## src/obj_defines.svh

```systemverilog
////////////////////////////////////////
// sprite renderer sizes
// table, queue and screen limits shared by the sprite blocks
////////////////////////////////////////

`ifndef OBJ_DEFINES_SVH
`define OBJ_DEFINES_SVH

// entries in the sprite attribute table
`define OBJ_NUM_SPRITES 64

// priority levels, level 0 is drawn first
`define OBJ_PRI_LEVELS 16

// queued sprites per level
`define OBJ_QUEUE_DEPTH 32

// visible pixels per line
`define OBJ_SCREEN_W 320

// 9-bit positions above this are negative
`define OBJ_WRAP_LIMIT 384

`endif

```

## src/obj_pkg.sv

```systemverilog
////////////////////////////////////////
// sprite renderer types
// vector widths and FSM encodings
////////////////////////////////////////

`default_nettype none

package obj_pkg;

    typedef logic [5:0]         sprite_idx_t;   // attribute table index
    typedef logic [3:0]         pri_t;
    typedef logic [7:0]         ram_addr_t;     // four words per sprite
    typedef logic [15:0]        ram_word_t;
    typedef logic [5:0]         palette_t;
    typedef logic [14:0]        tile_num_t;
    typedef logic [15:0]        tile_offs_t;    // slice offset into the tile graphics
    typedef logic [31:0]        gfx_word_t;     // 8 pixels of 4 bits
    typedef logic signed [9:0]  pos_t;          // position after wrap
    typedef logic [8:0]         line_t;
    typedef logic [14:0]        pixel_t;        // priority, palette, colour code

    // five cycles per table entry, then a wait for the renderer
    typedef enum logic [2:0] {
        SC_IDLE, SC_A0, SC_A3, SC_L3, SC_TEST, SC_PUSH, SC_DONE, SC_WAIT
    } scan_state_t;

    typedef enum logic [2:0] {
        RS_IDLE, RS_LEVEL, RS_IDX, RS_IDXW, RS_ATTR, RS_TILE, RS_FETCH, RS_DRAW
    } render_state_t;

endpackage

`default_nettype wire

```

## src/obj_queue_if.sv

```systemverilog
////////////////////////////////////////
// sprite queue interface
// scanner pushes, renderer reads back per level
////////////////////////////////////////

`timescale 1ns/1ns
`default_nettype none

`include "obj_defines.svh"

interface obj_queue_if import obj_pkg::*; ();

    logic                       clear;          // pulse at line start
    logic                       push;
    pri_t                       push_pri;
    sprite_idx_t                push_idx;
    logic [5:0]                 level_count;    // 0 to 32 for rd_pri
    logic [`OBJ_PRI_LEVELS-1:0] pri_mask;       // non-empty levels
    pri_t                       rd_pri;
    logic [4:0]                 rd_pos;
    sprite_idx_t                rd_idx;         // one cycle after rd_pos

    modport scanner (output clear, push, push_pri, push_idx);
    modport queue (input clear, push, push_pri, push_idx, rd_pri, rd_pos,
                   output level_count, pri_mask, rd_idx);
    modport renderer (input level_count, pri_mask, rd_idx, output rd_pri, rd_pos);

endinterface

`default_nettype wire

```

## src/obj_tile_renderer.sv

```systemverilog
////////////////////////////////////////
// sprite tile renderer
// drains the queues by priority, fetches slices
// and writes visible pixels to the line buffer
////////////////////////////////////////

`timescale 1ns/1ns
`default_nettype none

`include "obj_defines.svh"

module obj_tile_renderer import obj_pkg::*; (
    input  logic            CLK96,
    input  logic            RESET96,
    input  logic            scan_done_i,
    input  line_t           vrender_i,
    obj_queue_if.renderer   q,
    output ram_addr_t       ram_addr_o,
    input  ram_word_t       ram_data_i,
    output logic            gfx_cs_o,
    input  logic            gfx_ok_i,
    output tile_num_t       tile_num_o,
    output tile_offs_t      tile_offs_o,
    input  gfx_word_t       gfx_data_i,
    output logic            buf_we_o,
    output line_t           buf_addr_o,
    output pixel_t          buf_data_o,
    output logic            render_done_o
);

    render_state_t              state_q;
    logic [`OBJ_PRI_LEVELS-1:0] mask_q;     // levels still to draw
    pri_t                       pri_q;
    pri_t                       next_pri;
    logic [5:0]                 pos_q;
    logic [2:0]                 ac_q;       // attribute word counter
    logic [4:0]                 col_q;
    logic [2:0]                 tx_q;

    line_t          v_q;
    sprite_idx_t    idx_q;
    logic           xflip_q;
    palette_t       pal_q;
    tile_num_t      tile_q;
    pos_t           xpos_q;
    pos_t           ypos_q;
    logic [3:0]     xsize_q;
    gfx_word_t      slice_q;

    logic signed [10:0] dy;
    logic signed [10:0] pix_x;
    logic [2:0]         px_k;
    logic [3:0]         code;
    logic               visible;
    tile_offs_t         row_base;
    tile_offs_t         cur_offs;

    function automatic pri_t lowest_bit(input logic [`OBJ_PRI_LEVELS-1:0] m);
        pri_t p;
        p = '0;
        for (int i = `OBJ_PRI_LEVELS - 1; i >= 0; i--) begin
            if (m[i]) p = pri_t'(i);
        end
        return p;
    endfunction

    assign next_pri = lowest_bit(mask_q);

    // slice offset for the current tile column
    assign dy       = $signed({2'b00, v_q}) - 11'(ypos_q);
    assign row_base = tile_offs_t'(dy[6:3]) * tile_offs_t'(xsize_q + 5'd1);
    assign cur_offs = (row_base << 5) + tile_offs_t'({dy[2:0], 2'b00})
                    + tile_offs_t'({col_q[3:0], 5'b00000});

    // nibble tx lands at column x + tx, mirrored inside the tile on flip
    assign px_k    = xflip_q ? (3'd7 - tx_q) : tx_q;
    assign pix_x   = 11'(xpos_q) + $signed({3'b000, col_q, 3'b000}) + $signed({8'h00, px_k});
    assign code    = slice_q[{tx_q, 2'b00} +: 4];
    assign visible = (code != 4'h0) && !pix_x[10] && (pix_x < `OBJ_SCREEN_W);

    assign q.rd_pri       = pri_q;
    assign q.rd_pos       = pos_q[4:0];
    assign ram_addr_o     = {idx_q, ac_q[1:0]};
    assign render_done_o  = (state_q == RS_LEVEL) && (mask_q == '0);

    always_ff @(posedge CLK96 or posedge RESET96) begin
        if (RESET96) begin
            state_q  <= RS_IDLE;
            mask_q   <= '0;
            pri_q    <= '0;
            pos_q    <= '0;
            ac_q     <= '0;
            col_q    <= '0;
            tx_q     <= '0;
            gfx_cs_o <= 1'b0;
            buf_we_o <= 1'b0;
        end else begin
            buf_we_o <= 1'b0;
            case (state_q)
                RS_IDLE: begin
                    if (scan_done_i) begin
                        mask_q  <= q.pri_mask;
                        state_q <= RS_LEVEL;
                    end
                end
                RS_LEVEL: begin
                    if (mask_q == '0) begin
                        state_q <= RS_IDLE;
                    end else begin
                        pri_q            <= next_pri;
                        mask_q[next_pri] <= 1'b0;
                        pos_q            <= '0;
                        state_q          <= RS_IDX;
                    end
                end
                RS_IDX: state_q <= (pos_q == q.level_count) ? RS_LEVEL : RS_IDXW;
                RS_IDXW: begin
                    ac_q    <= '0;
                    state_q <= RS_ATTR;
                end
                RS_ATTR: begin
                    ac_q <= ac_q + 1'b1;
                    if (ac_q == 3'd4) begin
                        col_q   <= '0;
                        state_q <= RS_TILE;
                    end
                end
                RS_TILE: begin
                    if (col_q > {1'b0, xsize_q}) begin  // sprite finished
                        pos_q   <= pos_q + 1'b1;
                        state_q <= RS_IDX;
                    end else begin
                        gfx_cs_o <= 1'b1;
                        state_q  <= RS_FETCH;
                    end
                end
                RS_FETCH: begin
                    if (gfx_ok_i) begin
                        gfx_cs_o <= 1'b0;
                        tx_q     <= '0;
                        state_q  <= RS_DRAW;
                    end
                end
                RS_DRAW: begin
                    buf_we_o <= visible;
                    tx_q     <= tx_q + 1'b1;
                    if (tx_q == 3'd7) begin
                        col_q   <= col_q + 1'b1;
                        state_q <= RS_TILE;
                    end
                end
                default: state_q <= RS_IDLE;
            endcase
        end
    end

    always_ff @(posedge CLK96) begin
        if (state_q == RS_IDLE && scan_done_i) v_q <= vrender_i;
        if (state_q == RS_IDXW) idx_q <= q.rd_idx;
        if (state_q == RS_ATTR) begin
            case (ac_q)     // data for word ac_q-1
                3'd1: begin
                    xflip_q <= ram_data_i[12];
                    pal_q   <= ram_data_i[5:0];
                end
                3'd2: tile_q <= ram_data_i[14:0];
                3'd3: begin
                    xpos_q  <= (ram_data_i[15:7] > `OBJ_WRAP_LIMIT) ?
                               pos_t'({1'b1, ram_data_i[15:7]}) : pos_t'({1'b0, ram_data_i[15:7]});
                    xsize_q <= ram_data_i[3:0];
                end
                3'd4: ypos_q <= (ram_data_i[15:7] > `OBJ_WRAP_LIMIT) ?
                                pos_t'({1'b1, ram_data_i[15:7]}) : pos_t'({1'b0, ram_data_i[15:7]});
                default: ;
            endcase
        end
        if (state_q == RS_TILE) begin
            tile_num_o  <= tile_q;
            tile_offs_o <= cur_offs;
        end
        if (state_q == RS_FETCH && gfx_ok_i) slice_q <= gfx_data_i;
        if (state_q == RS_DRAW) begin
            buf_addr_o <= line_t'(pix_x[8:0]);
            buf_data_o <= pixel_t'({pri_q, 2'b00, pal_q, code});  // pri*4096 + pal*16 + code
        end
    end

    // the graphics request is held until the memory accepts it
    a_gfx_hold: assert property (@(posedge CLK96) disable iff (RESET96)
        gfx_cs_o && !gfx_ok_i |=> gfx_cs_o)
        else $error("gfx_cs_o dropped before gfx_ok_i");

endmodule

`default_nettype wire

```

## src/flat_wrapper.sv

```systemverilog
// flat-port wrapper written by rule: the top's interface ports become plain ports
module obj_tile_renderer_flat import obj_pkg::*;
  (CLK96, RESET96, scan_done_i, vrender_i, ram_addr_o, ram_data_i, gfx_cs_o, gfx_ok_i, tile_num_o, tile_offs_o, gfx_data_i, buf_we_o, buf_addr_o, buf_data_o, render_done_o, q_level_count, q_pri_mask, q_rd_idx, q_rd_pri, q_rd_pos);
  obj_queue_if q_i ();
  input  logic CLK96;
  input  logic RESET96;
  input  logic scan_done_i;
  input  line_t vrender_i;
  output ram_addr_t ram_addr_o;
  input  ram_word_t ram_data_i;
  output logic gfx_cs_o;
  input  logic gfx_ok_i;
  output tile_num_t tile_num_o;
  output tile_offs_t tile_offs_o;
  input  gfx_word_t gfx_data_i;
  output logic buf_we_o;
  output line_t buf_addr_o;
  output pixel_t buf_data_o;
  output logic render_done_o;
  input wire logic [$bits(q_i.level_count)-1:0] q_level_count;
  input wire logic [$bits(q_i.pri_mask)-1:0] q_pri_mask;
  input wire logic [$bits(q_i.rd_idx)-1:0] q_rd_idx;
  output wire logic [$bits(q_i.rd_pri)-1:0] q_rd_pri;
  output wire logic [$bits(q_i.rd_pos)-1:0] q_rd_pos;
  assign q_i.level_count = q_level_count;
  assign q_i.pri_mask = q_pri_mask;
  assign q_i.rd_idx = q_rd_idx;
  assign q_rd_pri = q_i.rd_pri;
  assign q_rd_pos = q_i.rd_pos;
  obj_tile_renderer u_core (.CLK96(CLK96), .RESET96(RESET96), .scan_done_i(scan_done_i), .vrender_i(vrender_i), .q(q_i), .ram_addr_o(ram_addr_o), .ram_data_i(ram_data_i), .gfx_cs_o(gfx_cs_o), .gfx_ok_i(gfx_ok_i), .tile_num_o(tile_num_o), .tile_offs_o(tile_offs_o), .gfx_data_i(gfx_data_i), .buf_we_o(buf_we_o), .buf_addr_o(buf_addr_o), .buf_data_o(buf_data_o), .render_done_o(render_done_o));
endmodule
```

## config.mk

```make
export PLATFORM = sky130hd
export DESIGN_NAME = obj_tile_renderer_flat
export DESIGN_NICKNAME = d
export VERILOG_FILES = /design/src/obj_pkg.sv /design/src/obj_queue_if.sv /design/src/obj_tile_renderer.sv /design/src/flat_wrapper.sv
export VERILOG_INCLUDE_DIRS = /design/src
export SDC_FILE = /design/constraint.sdc
export NUM_CORES = 1
export LEC_CHECK = 0
export ABC_CLOCK_PERIOD_IN_PS = 4790
export BUFFER_PORTS_ARGS = -buffer_cell sky130_fd_sc_hd__buf_2
export CORE_MARGIN = 8
export CORE_UTILIZATION = 50
export DETAILED_ROUTE_END_ITERATION = 8
export PLACE_DENSITY = 0.76
export SLEW_MARGIN = 40
export SYNTH_ARGS = -nofsm -noshare
export SYNTH_HDL_FRONTEND = slang
export SYNTH_SLANG_ARGS = --single-unit
```

## constraint.sdc

```tcl
create_clock -name CLK96 -period 4.79 [get_ports CLK96]
set_input_delay 0 -clock CLK96 [delete_from_list [all_inputs] [get_ports CLK96]]
set_output_delay 0 -clock CLK96 [all_outputs]
set_load 0.05 [all_outputs]
```

After elaboration in Yosys (flattened, before gate mapping)
Index checks and enable logic that the tools add are counted.
{ "word_totals": {"reg_bits": 183, "out_inout_bits": 75} }
{ "op_classes": {"addsub": 11, "n_mul": 1, "magnitude_cmp": 5, "n_eq_ne": 20, "shift": 1, "n_mux": 44, "bitwise": 3, "reduce_logical": 27} }
{ "op_table": {"columns": ["operator", "count"], "rows": [
  ["$mux W4", 16],
  ["$mux W16", 2],
  ["$pmux W16 S2", 1],
  ["$shiftx A32 B6 Y4", 1],
  ["$pmux W3 S8", 1],
  ["$mux W3", 7],
  ["$eq A3 B3 Y1 const B", 6],
  ["$add A16 B5 Y16", 1],
  ["$add A16 B9 Y16", 1],
  ["$and A16 B16 Y16", 1],
  ["$logic_not A16 Y1", 1],
  ["$mul A4 B16 Y11", 1],
  ["$not A16 Y16", 1],
  ["$eq A3 B2 Y1 const B", 4],
  ["$mux W6", 2],
  ["$pmux W3 S2", 2],
  ["$pmux W6 S2", 1],
  ["$reduce_and A2 Y1", 6],
  ["$reduce_and A3 Y1", 4],
  ["$reduce_bool A2 Y1", 6],
  ["$add A10 B9 Y11", 1],
  ["$add A11 B4 Y11", 1],
  ["$lt A11 B10 Y1 const B", 1],
  ["$mux W10", 1],
  ["other kinds (26)", 43]
]} }

Logic depth before layout (Yosys ltp)
Gate-level depths: netlist of run 1.
{ "logic_depth": {"word_depth": 24, "mapped_depth": 21} }

Least setup slack after synthesis of run 1
Ideal clock, no wire load.
{ "synth_path": {"path_type": "reg2reg", "start": "register u_core.v_q[0]", "end": "register u_core.tile_offs_o[13], data pin", "setup_time_ps": 263, "arrival_ps": 4441, "t_required_ps": 4527, "path_slack_ps": 86, "stages_incl_launch_ff": 21, "path_buffers": 0, "synth_period_minus_slack_ps": 4704, "cell_sequence": "edfxtp_1 -> inv_1 -> ha_1 -> inv_1 -> fa_1 -> a21o_1 -> a21oi_1 -> o21bai_1 -> a21oi_1 -> xnor2_1 -> or2_2 -> fa_1 -> fa_1 -> inv_1 -> fa_1 -> ha_1 -> a21oi_1 -> inv_1 -> and3_1 -> nand3_1 -> xor2_1"} }
{ "synth_via": {"elab_chain_len": 4} }
{ "synth_lines": {"columns": ["element", "line_no", "text"], "rows": [
  ["from (decl)", "obj_tile_renderer.sv:40", "line_t v_q;"],
  ["from (signal assigned)", "obj_tile_renderer.sv:158", "if (state_q == RS_IDLE && scan_done_i) v_q <= vrender_i;"],
  ["$sub A7 B7 Y7 (*)", "obj_tile_renderer.sv:70", "assign dy = $signed({2'b00, v_q}) - 11'(ypos_q);"],
  ["$mul A4 B16 Y11", "obj_tile_renderer.sv:71", "assign row_base = tile_offs_t'(dy[6:3]) * tile_offs_t'(xsize_q + 5'd1);"],
  ["$add A16 B5 Y16 (*)", "obj_tile_renderer.sv:72", "assign cur_offs = (row_base << 5) + tile_offs_t'({dy[2:0], 2'b00})"],
  ["$add A16 B9 Y16 (*)", "obj_tile_renderer.sv:73", "+ tile_offs_t'({col_q[3:0], 5'b00000});"],
  ["net u_core.cur_offs[13]", "obj_tile_renderer.sv:56", "tile_offs_t cur_offs;"],
  ["to (signal assigned)", "obj_tile_renderer.sv:179", "tile_offs_o <= cur_offs;"],
  ["to (decl)", "obj_tile_renderer.sv:23", "output tile_offs_t tile_offs_o,"]
]} }
Mark *: on every way through the listed nets, which the timed path passes. The rest lies on a longest branch.
A chain may end at the register's enable or synchronous reset.

Final worst setup path of run 1
{ "layout_path": {"start": "register u_core.v_q[0]", "end": "register u_core.tile_offs_o[14], data pin"} }
Same word-level chain as after synthesis.

==> results of run 1 <==
sequential cells by signal, indices dropped and copies added (netlist names), 6 cells and up:
| signal | flops |
|---|---|
| u_core.mask_q | 16 |
| u_core.tile_num_o | 15 |
| u_core.ypos_q | 7 |
| u_core.v_q | 7 |
| u_core.idx_q | 6 |
| u_core.buf_data_o | 13 |
| u_core.xpos_q | 10 |
| u_core.tile_q | 15 |
| u_core.pos_q | 6 |
| u_core.tile_offs_o | 14 |
| u_core.buf_addr_o | 9 |
| u_core.pal_q | 6 |
| u_core.slice_q | 32 |
what timing repair did:
action / in CTS / in global routing
hold buffers: 80 / 0
endpoints found under the setup margin: 5 / 5
buffers inserted: 0 / 1
cloned: 0 / 0
hold endpoints to repair: 148 / 0
pin swaps: 5 / 14
resized for setup: 3 / 14
synthesized netlist by cell type, drive strengths merged (6+ instances only):
| library cell | number | share of area, % |
|---|---|---|
| nand3 | 6 | 0.35 |
| a21oi | 42 | 2.4 |
| buf | 21 | 1.7 |
| dfrtp | 42 | 12 |
| inv | 40 | 1.7 |
| fa | 9 | 2.1 |
| a21o | 7 | 0.61 |
| mux2i | 21 | 2.4 |
| xnor2 | 17 | 1.7 |
| nand2 | 32 | 1.4 |
| xor2 | 20 | 2.0 |
| nor2 | 58 | 2.6 |
| nor2b | 7 | 0.51 |
| ha | 45 | 6.5 |
| o21ai | 27 | 1.6 |
| nand2b | 7 | 0.60 |
| or2 | 6 | 0.47 |
| nor3 | 9 | 0.64 |
| o31ai | 7 | 0.61 |
| nand4 | 9 | 0.65 |
| edfxtp | 139 | 49 |
per-stage QoR:
step | power (µW) | setup WS (ns)
after global placement | 4340 | 0.0257
after CTS | 5880 | 0.0207
after global routing | 6170 | -0.0914
after floorplan | 3900 | 0.0864
after detailed placement | 4390 | -0.0949
final | 5880 | 0.107
path summary, 6_finish.rpt:
check                      slack (ns)                          endpoint                   startpoint  cells after the start
setup / recovery                 0.11  u_core.tile_offs_o[14]$_DFFE_PP_      u_core.v_q[0]$_DFFE_PP_                     19
hold / removal                   0.08     u_core.state_q[1]$_DFFE_PP0P_             q_level_count[1]                      5
setup reg to reg                 0.11  u_core.tile_offs_o[14]$_DFFE_PP_      u_core.v_q[0]$_DFFE_PP_                     19
hold reg to reg                  0.42   u_core.tile_num_o[13]$_DFFE_PP_  u_core.tile_q[13]$_DFFE_PP_                      0
max in group asynchronous        4.14       u_core.col_q[0]$_DFFE_PP0P_                      RESET96                      4
min in group asynchronous        0.26      u_core.mask_q[0]$_DFFE_PP0P_                      RESET96                      4
worst register-to-register path: cells and delay by family, from the launching register on:
family	cells	cell delay (ns)
AO/OA/AOI/OAI	6	1.00
XOR/XNOR	1	0.11
adder cells (fa/ha/maj)	6	2.41
buffers and inverters	3	0.15
flip-flops	1	0.36
AND/OR/NAND/NOR	3	0.47
cells in the final DEF, fill, tap and decap left out, types with 15 or more instances in the layout:
cell           count
dfrtp_1           42
mux2i_1           21
ha_1              42
clkbuf_16         17
buf_2            157
a21oi_1           38
o21ai_0           21
inv_1             37
xor2_1            19
nor2_1            55
edfxtp_1         139
nand2_1           32
xnor2_1           15
dlygate4sd3_1     80
power by group:
part / switching, µW / internal (µW) / total, µW
clock: 638 / 794 / 1430
combinational: 1350 / 658 / 2010
sequential: 300 / 2140 / 2440
logic make-up (layout without fill, tap and decap cells):
kind of cell             after synthesis  count (layout)  share of synthesized area [%]
AO/OA/AOI/OAI                        126             126                           9.53
XOR/XNOR                              37              37                           3.77
adder cells (fa/ha/maj)               54              54                           8.64
buffers and inverters                 64             322                           3.61
flip-flops                           181             181                           60.7
multiplexers                          28              28                           4.23
other                                  1               5                         0.0436
AND/OR/NAND/NOR                      159             159                           9.44
layer usage:
layer / GRT usage (%) / vias up / wire (µm)
met2: 31.5 / 175 / 9910
met5: 0 / - / 0
met4: 6.12 / 0 / 339
met3: 4.34 / 27 / 1170
li1: - / 2888 / -
met1: 21.2 / 2887 / 8100
cell type report:
type / instances / share of cell area, %
clock inverters: 15 / 1.66
inverters: 40 / 1.35
repair buffers: 250 / 15.1
flip-flops and latches: 181 / 46.9
clock buffers: 17 / 3.82
multi-input cells: 409 / 28.6
well taps: 225 / 2.53
==> flow_metrics.py, run 1 <==
metrics = {
    "final_layout": {
        "diodes": 0,
        "area_delta_synth_final_pct": 29.5,
        "drive_gt1_share_pct": 26.2,
        "regArea_mm2": 0.00523,
        "final_area_mm2": 0.0111,
        "final_util_pct": 65.3,
        "final_cells": 1137,
        "nets": 1042,
        "fillers": 1279,
        "multi_input_area_mm2": 0.00319,
    },
    "cts": {
        "cts-root-buf": "clkbuf_16",
        "path_clk_slew_ns": 0.07,
        "numCtsBuffers": 17,
        "cts_num_sinks": 181,
        "clk_latency_ns": 0.43,
        "cts_tree": "built",
        "htreeDepth": 4,
        "clk_path_buf_depth": 2,
    },
    "global_routing": {
        "overflow": 0,
        "antenna_found_initial": 0,
        "gr-usage-all-layers_pct": 18.0,
        "grt_pass1_wl_um": 31000,
        "grt_max_degree": 43,
        "grt_pass1_vias": 6145,
    },
    "sta": {
        "hold_violations": 0,
        "period_share_pct": 97.8,
        "fin_worst_skew_ns": 0.0141,
        "slew_violations": 0,
        "tightest_slew_ns": 0.842,
        "setup_viol": 0,
        "period_needed_ns": 4.68,
        "fmax_mhz": 214,
        "whs_ns": 0.0767,
        "rsz0062_at_grt": "true",
        "setup_tns_ns": 0,
        "maxSlewHeadroom_pct": 43.4,
    },
    "outcome": {
        "run_status": "finished clean",
    },
    "worst_setup_path": {
        "cp.required_ns": 5.03,
        "crit_type": "flop to flop",
        "critPathMaxFanout": 3,
        "critPathMaxStageDelay_ns": 0.54,
        "critPathBufInv": 3,
        "cp-end-kind": "flop",
        "cp_cell_sequence": "inv_1 -> ha_2 -> inv_2 -> fa_2 -> a21o_1 -> a21oi_2 -> o21bai_1 -> a21oi_1 -> xnor2_1 -> or2_4 -> fa_1 -> fa_1 -> inv_2 -> fa_1 -> ha_4 -> nor2b_4 -> o21a_1 -> nand3_2 -> o31ai_1",
        "slowest_stage": "fa_1",
        "arrival_ns": 4.92,
        "start_kind": "flop",
        "cp_common_cell": "fa_1",
        "cp_top_family": "adder cells",
    },
    "synthesis": {
        "ys_ff_latch": 181,
        "synth_area_per_cell_um2": 13.2,
        "ys_types": 71,
        "yosysWarnings": 0,
        "async_flop_share_pct": 23.2,
        "synth-edff-count": 139,
        "synthesis.area_mm2": 0.00860,
        "synthCells": 650,
        "seq_area_frac_synth_pct": 60.7,
        "synth_flop_cell": "edfxtp_1",
    },
    "placement": {
        "gp_congestion": 0.868,
        "detailed_place_hpwl_um": 13500,
        "port_buffers": 157,
        "place_inst": 1024,
        "place_area_mm2": 0.00963,
    },
    "route": {
        "ant_nets": 0,
        "vias": 5977,
        "totalWireLength_um": 19500,
        "wl_per_cell_um": 17.2,
        "first_pass_iters": 5,
        "drtIter0Drc": 373,
        "drt-vias-per-instance": 5.26,
        "drc_errors": 0,
    },
    "floorplanning": {
        "core_area_mm2": 0.0171,
        "ios": 164,
        "die_h_um": 147,
        "initial_core_util_pct": 50.4,
        "fp-row-count": 48,
        "die_w_um": 147,
        "dieArea_mm2": 0.0217,
    },
    "job": {
        "drv_cap": 0,
    },
    "power": {
        "power_leakage_uw": 0.00470,
        "powerDensity_mw_per_mm2": 528,
        "ir_worst_vdd_v": 0.000299,
    },
    "min_path": {
        "hold_path.class": "input port to flop",
    },
}
Power figures use the tool's default switching activity.
==> run 2: changes to the inputs <==
CORE_ASPECT_RATIO = 0.8   (was default)
==> run 2 against run 1 <==
  * Highest routed layer unchanged
  * Sequential share of layout area down 0.27 points
  * Clock-buffer cell count up 4
  * Critical endpoint is now u_core.tile_offs_o[10]$_DFFE_PP_
  * Critical path type unchanged
  * Register-to-register slack better by 0.02 ns
  * Power up 0.51%
  * Setup slack better by 0.015 ns
  * Routed wire length up 2.2%
  * Sequential power about the same
  * Sequential cell count unchanged
==> flow_metrics.py, run 2 (synthesized netlist as in run 1, its figures left out) <==
metrics = {
    "worst_setup_path": {
        "cp.depth": 19,
        "rrSetupSlack_ns": 0.12,
        "r2r_end": "u_core.tile_offs_o[10]$_DFFE_PP_",
        "critPathBufInv": 4,
        "start_kind": "flop",
        "slowest_stage": "fa_2",
        "cp-end-kind": "flop",
        "critPathMaxStageDelay_ns": 0.56,
        "r2r-start": "u_core.v_q[0]$_DFFE_PP_",
        "cp.required_ns": 4.94,
        "worstSetupEndpoint": "u_core.tile_offs_o[10]$_DFFE_PP_",
        "arrival_ns": 4.82,
        "cp_cell_sequence": "inv_1 -> ha_2 -> inv_2 -> fa_2 -> a21o_1 -> a21oi_2 -> o21bai_1 -> a21oi_2 -> xnor2_1 -> or2_4 -> fa_1 -> fa_1 -> inv_2 -> fa_2 -> ha_4 -> nor2b_4 -> o21a_1 -> buf_4 -> xor2_1",
        "critPathMaxFanout": 3,
        "r2r_cells": 19,
        "crit_type": "flop to flop",
        "cp_top_family": "adder cells",
        "startpoint": "u_core.v_q[0]$_DFFE_PP_",
    },
    "sta": {
        "tightest_slew_ns": 0.762,
        "fmax_mhz": 214,
        "maxSlewHeadroom_pct": 48.8,
        "setup_tns_ns": 0,
        "hold_violations": 0,
        "setup_ws_ns": 0.122,
        "rsz0062_at_grt": "true",
        "period_share_pct": 97.4,
        "period_needed_ns": 4.67,
        "fin_worst_skew_ns": 0.0111,
        "slew_violations": 0,
        "setup_viol": 0,
    },
    "placement": {
        "place_area_mm2": 0.00964,
        "detailed_place_hpwl_um": 13400,
        "port_buffers": 157,
        "preCtsSetupSlack_ns": -0.0575,
        "gp_congestion": 0.833,
    },
    "cts": {
        "clk_path_buf_depth": 2,
        "numCtsBuffers": 17,
        "cts-root-buf": "clkbuf_16",
        "path_clk_slew_ns": 0.07,
        "clk_latency_ns": 0.42,
        "htreeDepth": 4,
        "cts_tree": "built",
        "cts_num_sinks": 181,
    },
    "global_routing": {
        "overflow": 0,
        "grt_max_degree": 43,
        "gr-usage-all-layers_pct": 18.4,
        "grt_pass1_wl_um": 31400,
        "antenna_found_initial": 1,
        "grt_pass1_vias": 6124,
    },
    "route": {
        "ant_nets": 0,
        "totalWireLength_um": 20000,
        "wl_per_cell_um": 17.5,
        "first_pass_iters": 5,
        "vias": 5967,
        "drt-vias-per-instance": 5.23,
        "drc_errors": 0,
        "drtIter0Drc": 361,
    },
    "floorplanning": {
        "dieArea_mm2": 0.0217,
        "ios": 164,
        "die_w_um": 163,
        "fp-row-count": 43,
        "die_h_um": 133,
        "core_area_mm2": 0.0171,
        "initial_core_util_pct": 50.3,
    },
    "final_layout": {
        "final_common_cell": "buf_2",
        "regArea_mm2": 0.00523,
        "area_delta_synth_final_pct": 30.2,
        "regMostFlops": "u_core.slice_q",
        "drive_gt1_share_pct": 27.0,
        "multi_input_area_mm2": 0.00323,
        "nets": 1045,
        "final_cell_mix": "157 x buf_2, 139 x edfxtp_1, 80 x dlygate4sd3_1",
        "largest_reg_flops": 32,
        "final_area_mm2": 0.0112,
        "top_regs": "u_core.slice_q (32), u_core.mask_q (16)",
        "fillers": 1261,
    },
    "power": {
        "powerDensity_mw_per_mm2": 528,
        "power_uw": 5910,
        "ir_worst_vdd_v": 0.000296,
        "power_leakage_uw": 0.00472,
    },
    "job": {
        "drv_cap": 0,
    },
    "min_path": {
        "hold_path.class": "input port to flop",
    },
    "outcome": {
        "run_status": "finished clean",
    },
}
[run 2: cell count changes in the layout (fill, tap and decap cells not counted), sizes merged]
cell | previous run | this run
buf | 170 | 173
bufinv | 2 | 3
clkbuf | 17 | 21
clkinv | 3 | 4
clkinvlp | 3 | 2
diode | 0 | 1
inv | 47 | 42
[run 2: final cells by class]
type / instances / share of cell area, %
tap: 225 / 2.51
sequential: 181 / 46.6
clock inverter: 11 / 1.32
timing repair buffer: 253 / 15.2
multi-input combinational: 409 / 28.8
antenna: 1 / 0.0223
inverter: 40 / 1.34
clock buffer: 21 / 4.11
[run 2: worst min path at each step]
| stage | from | endpoint | depth (start not counted) |
|---|---|---|---|
| finish | q_level_count[1] | u_core.state_q[1]$_DFFE_PP0P_ | 5 |
| global route | q_level_count[1] | u_core.state_q[1]$_DFFE_PP0P_ | 5 |
| CTS | q_level_count[1] | u_core.state_q[1]$_DFFE_PP0P_ | 5 |
| detailed placement | gfx_data_i[23] | u_core.slice_q[23]$_DFFE_PP_ | 1 |
| global placement | RESET96 | u_core.mask_q[0]$_DFFE_PP0P_ | 3 |
| floorplan | q_rd_idx[0] | u_core.idx_q[0]$_DFFE_PP_ | 0 |
[run 2: routing by layer]
| layer | vias up | share of wire (%) | global-route usage, % |
|---|---|---|---|
| li1 | 2884 | - | - |
| met1 | 2884 | 43 | 23.0 |
| met2 | 180 | 50 | 30.5 |
| met3 | 19 | 6.2 | 5.12 |
| met4 | 0 | 1.4 | 5.90 |
| met5 | - | 0 | 0 |
[run 2: power breakdown]
part	internal [µW]	switching [µW]	total, µW
Sequential	2140	306	2450
Clock	851	580	1430
Combinational	665	1370	2030
[run 2: worst register-to-register path, stage by stage (launching register included)]
cell	delay (ns)
edfxtp_1	0.36
inv_1	0.06
ha_2	0.17
inv_2	0.04
fa_2	0.38
a21o_1	0.20
a21oi_2	0.13
o21bai_1	0.11
a21oi_2	0.16
xnor2_1	0.11
or2_4	0.24
fa_1	0.45
fa_1	0.53
inv_2	0.05
fa_2	0.56
ha_4	0.22
nor2b_4	0.12
o21a_1	0.21
buf_4	0.14
xor2_1	0.15
[run 2: per-stage QoR]
stage          util, %  cells  hold WS, ns
6_report          65.5   1141       0.0731
5_1_grt           65.5   1141       0.0883
4_1_cts           64.8   1136       0.0523
3_5_place_dp      56.3   1024        0.178
3_3_place_gp      56.3   1024        0.178
2_1_floorplan        -    654       0.0989
[run 2: what timing repair did]
action,CTS,global route
setup buffers,0,4
endpoints found under the setup margin,5,5
endpoints found under the hold margin,148,0
pin swaps,4,17
resized for setup,8,19
hold buffers,80,0
==> run 3: changes to the inputs <==
ABC_CLOCK_PERIOD_IN_PS = 5600   (was 4790)
CORE_UTILIZATION = 55   (was 50)
PLACE_DENSITY = 0.79   (was 0.76)
SLEW_MARGIN = default   (was 40)
clock period = 5.6 ns   (was 4.79 ns; I/O delays follow)
==> run 3 against run 2 <==
  * Power fell by 17%
  * Final area fell by 2.6%
  * Clock-buffer cell count fell by 2
  * First-iteration DRC count rose by 2.2%
  * Critical path type unchanged
  * Critical endpoint is now u_core.tile_offs_o[13]$_DFFE_PP_
  * Largest cell class unchanged
==> flow_metrics.py, run 3 (synthesized netlist as in run 1, its figures left out) <==
metrics = {
    "route": {
        "drc_errors": 0,
        "drtIter0Drc": 369,
        "drt-vias-per-instance": 5.40,
        "ant_nets": 0,
        "first_pass_iters": 5,
        "totalWireLength_um": 20300,
        "wl_per_cell_um": 18.1,
        "vias": 6049,
    },
    "outcome": {
        "run_status": "finished clean",
    },
    "power": {
        "ir_worst_vdd_v": 0.000311,
        "power_leakage_uw": 0.00461,
        "powerDensity_mw_per_mm2": 448,
    },
    "cts": {
        "cts_tree": "built",
        "cts_setup_buffers": 0,
        "numCtsBuffers": 17,
        "clk_path_buf_depth": 2,
        "htreeDepth": 4,
        "clk_latency_ns": 0.43,
        "cts-root-buf": "clkbuf_16",
        "cts_resized": 0,
        "cts_num_sinks": 181,
        "path_clk_slew_ns": 0.07,
    },
    "final_layout": {
        "final_common_cell": "buf_2",
        "final_util_pct": 70.2,
        "diodes": 0,
        "area_delta_synth_final_pct": 26.8,
        "drive_gt1_share_pct": 23.5,
        "nets": 1035,
        "final_cell_mix": "157 x buf_2, 139 x edfxtp_1, 80 x dlygate4sd3_1",
        "largest_reg_flops": 32,
        "regMostFlops": "u_core.slice_q",
        "top_regs": "u_core.slice_q (32), u_core.mask_q (16)",
    },
    "floorplanning": {
        "initial_core_util_pct": 55.3,
        "die_h_um": 128,
        "ios": 164,
        "fp-row-count": 41,
        "dieArea_mm2": 0.0199,
        "core_area_mm2": 0.0155,
        "die_w_um": 156,
    },
    "global_routing": {
        "grt_pass1_wl_um": 32300,
        "antenna_found_initial": 0,
        "overflow": 0,
        "grt_pass1_vias": 6281,
        "grt_max_degree": 43,
        "gr-usage-all-layers_pct": 20.9,
    },
    "placement": {
        "detailed_place_hpwl_um": 13700,
        "gp_congestion": 0.860,
        "port_buffers": 157,
    },
    "worst_setup_path": {
        "arrival_ns": 5.23,
        "cp-end-kind": "flop",
        "cp_cell_sequence": "inv_1 -> ha_1 -> inv_1 -> fa_1 -> a21o_1 -> a21oi_1 -> o21bai_1 -> a21oi_1 -> xnor2_1 -> or2_2 -> fa_1 -> fa_1 -> inv_1 -> fa_1 -> ha_1 -> a21oi_1 -> inv_1 -> and3_1 -> nand3_1 -> xor2_1",
        "critPathBufInv": 4,
        "start_kind": "flop",
        "crit_type": "flop to flop",
        "cp.required_ns": 5.77,
        "critPathMaxFanout": 5,
        "slowest_stage": "fa_1",
        "cp_top_family": "adder cells",
        "critPathMaxStageDelay_ns": 0.54,
    },
    "sta": {
        "period_needed_ns": 5.06,
        "maxSlewHeadroom_pct": 26.1,
        "setup_tns_ns": 0,
        "slew_violations": 0,
        "fmax_mhz": 198,
        "tightest_slew_ns": 1.11,
        "setup_viol": 0,
        "period_share_pct": 90.3,
        "fin_worst_skew_ns": 0.0129,
        "rsz0062_at_grt": "false",
        "hold_violations": 0,
    },
    "min_path": {
        "hold_path.class": "input port to flop",
    },
    "job": {
        "drv_cap": 0,
    },
}
==> run 3: cell count changes in the layout (fill, tap and decap cells not counted), moves of 3 or more <==
cell       delta
bufinv_16     -3
buf_4        -10
a21oi_1       +7
xnor2_1       +3
inv_2         -3
xnor2_2       -3
a21oi_2       -6
ha_1          +3
==> run 3: layer usage <==
metal / share of wire, % / vias up / GRT usage, %
met5: 0 / - / 0
met2: 51 / 216 / 36.7
met3: 6.0 / 24 / 5.59
met4: 1.5 / 0 / 6.26
met1: 41 / 2936 / 24.7
li1: - / 2873 / -
==> run 3: cell type report <==
class	instances	area (µm²)
Sequential cell	181	5230
Fill cell	1051	4630
Multi-Input combinational cell	409	3100
Timing Repair Buffer	243	1630
Clock buffer	19	433
Tap cell	215	269
Inverter	40	150
Clock inverter	13	100
==> run 3: per-stage QoR <==
stage	std cells	setup slack [ns]	hold slack, ns	instance area (µm²)	power, µW
2_1_floorplan	654	0.896	0.0989	8620	3340
3_3_place_gp	1008	0.727	0.165	9580	3690
3_5_place_dp	1008	0.629	0.167	9580	3750
4_1_cts	1120	0.561	0.0907	10900	4890
5_1_grt	1120	0.212	0.137	10900	5120
6_report	1120	0.541	0.138	10900	4880
==> run 3: worst reg2reg max path, stage by stage (launching register included) <==
cell      delay, ns
edfxtp_1       0.36
inv_1          0.06
ha_1           0.15
inv_1          0.05
fa_1           0.40
a21o_1         0.18
a21oi_1        0.25
o21bai_1       0.11
a21oi_1        0.18
xnor2_1        0.15
or2_2          0.32
fa_1           0.51
fa_1           0.54
inv_1          0.06
fa_1           0.48
ha_1           0.34
a21oi_1        0.24
inv_1          0.06
and3_1         0.20
nand3_1        0.10
xor2_1         0.06
==> run 3: repair_timing <==
action / in CTS / in global routing
endpoints found under the setup margin: 0 / 0
endpoints found under the hold margin: 148 / 0
hold buffers: 80 / 0
==> run 3: worst paths after layout <==
path,start,to,slack (ns),cells after the start
setup / recovery,u_core.v_q[0]$_DFFE_PP_,u_core.tile_offs_o[13]$_DFFE_PP_,0.54,20
hold / removal,q_level_count[5],u_core.state_q[1]$_DFFE_PP0P_,0.14,5
setup reg to reg,u_core.v_q[0]$_DFFE_PP_,u_core.tile_offs_o[13]$_DFFE_PP_,0.54,20
hold reg to reg,u_core.tile_q[9]$_DFFE_PP_,u_core.tile_num_o[9]$_DFFE_PP_,0.42,0
max in group asynchronous,RESET96,u_core.col_q[3]$_DFFE_PP0P_,4.96,4
min in group asynchronous,RESET96,u_core.q.rd_pri[1]$_DFFE_PP0P_,0.25,4
==> run 3: power by group <==
group          internal (µW)  total [µW]  switching [µW]
clock network            573        1090             519
registers               1840        2100             264
logic                    534        1690            1160
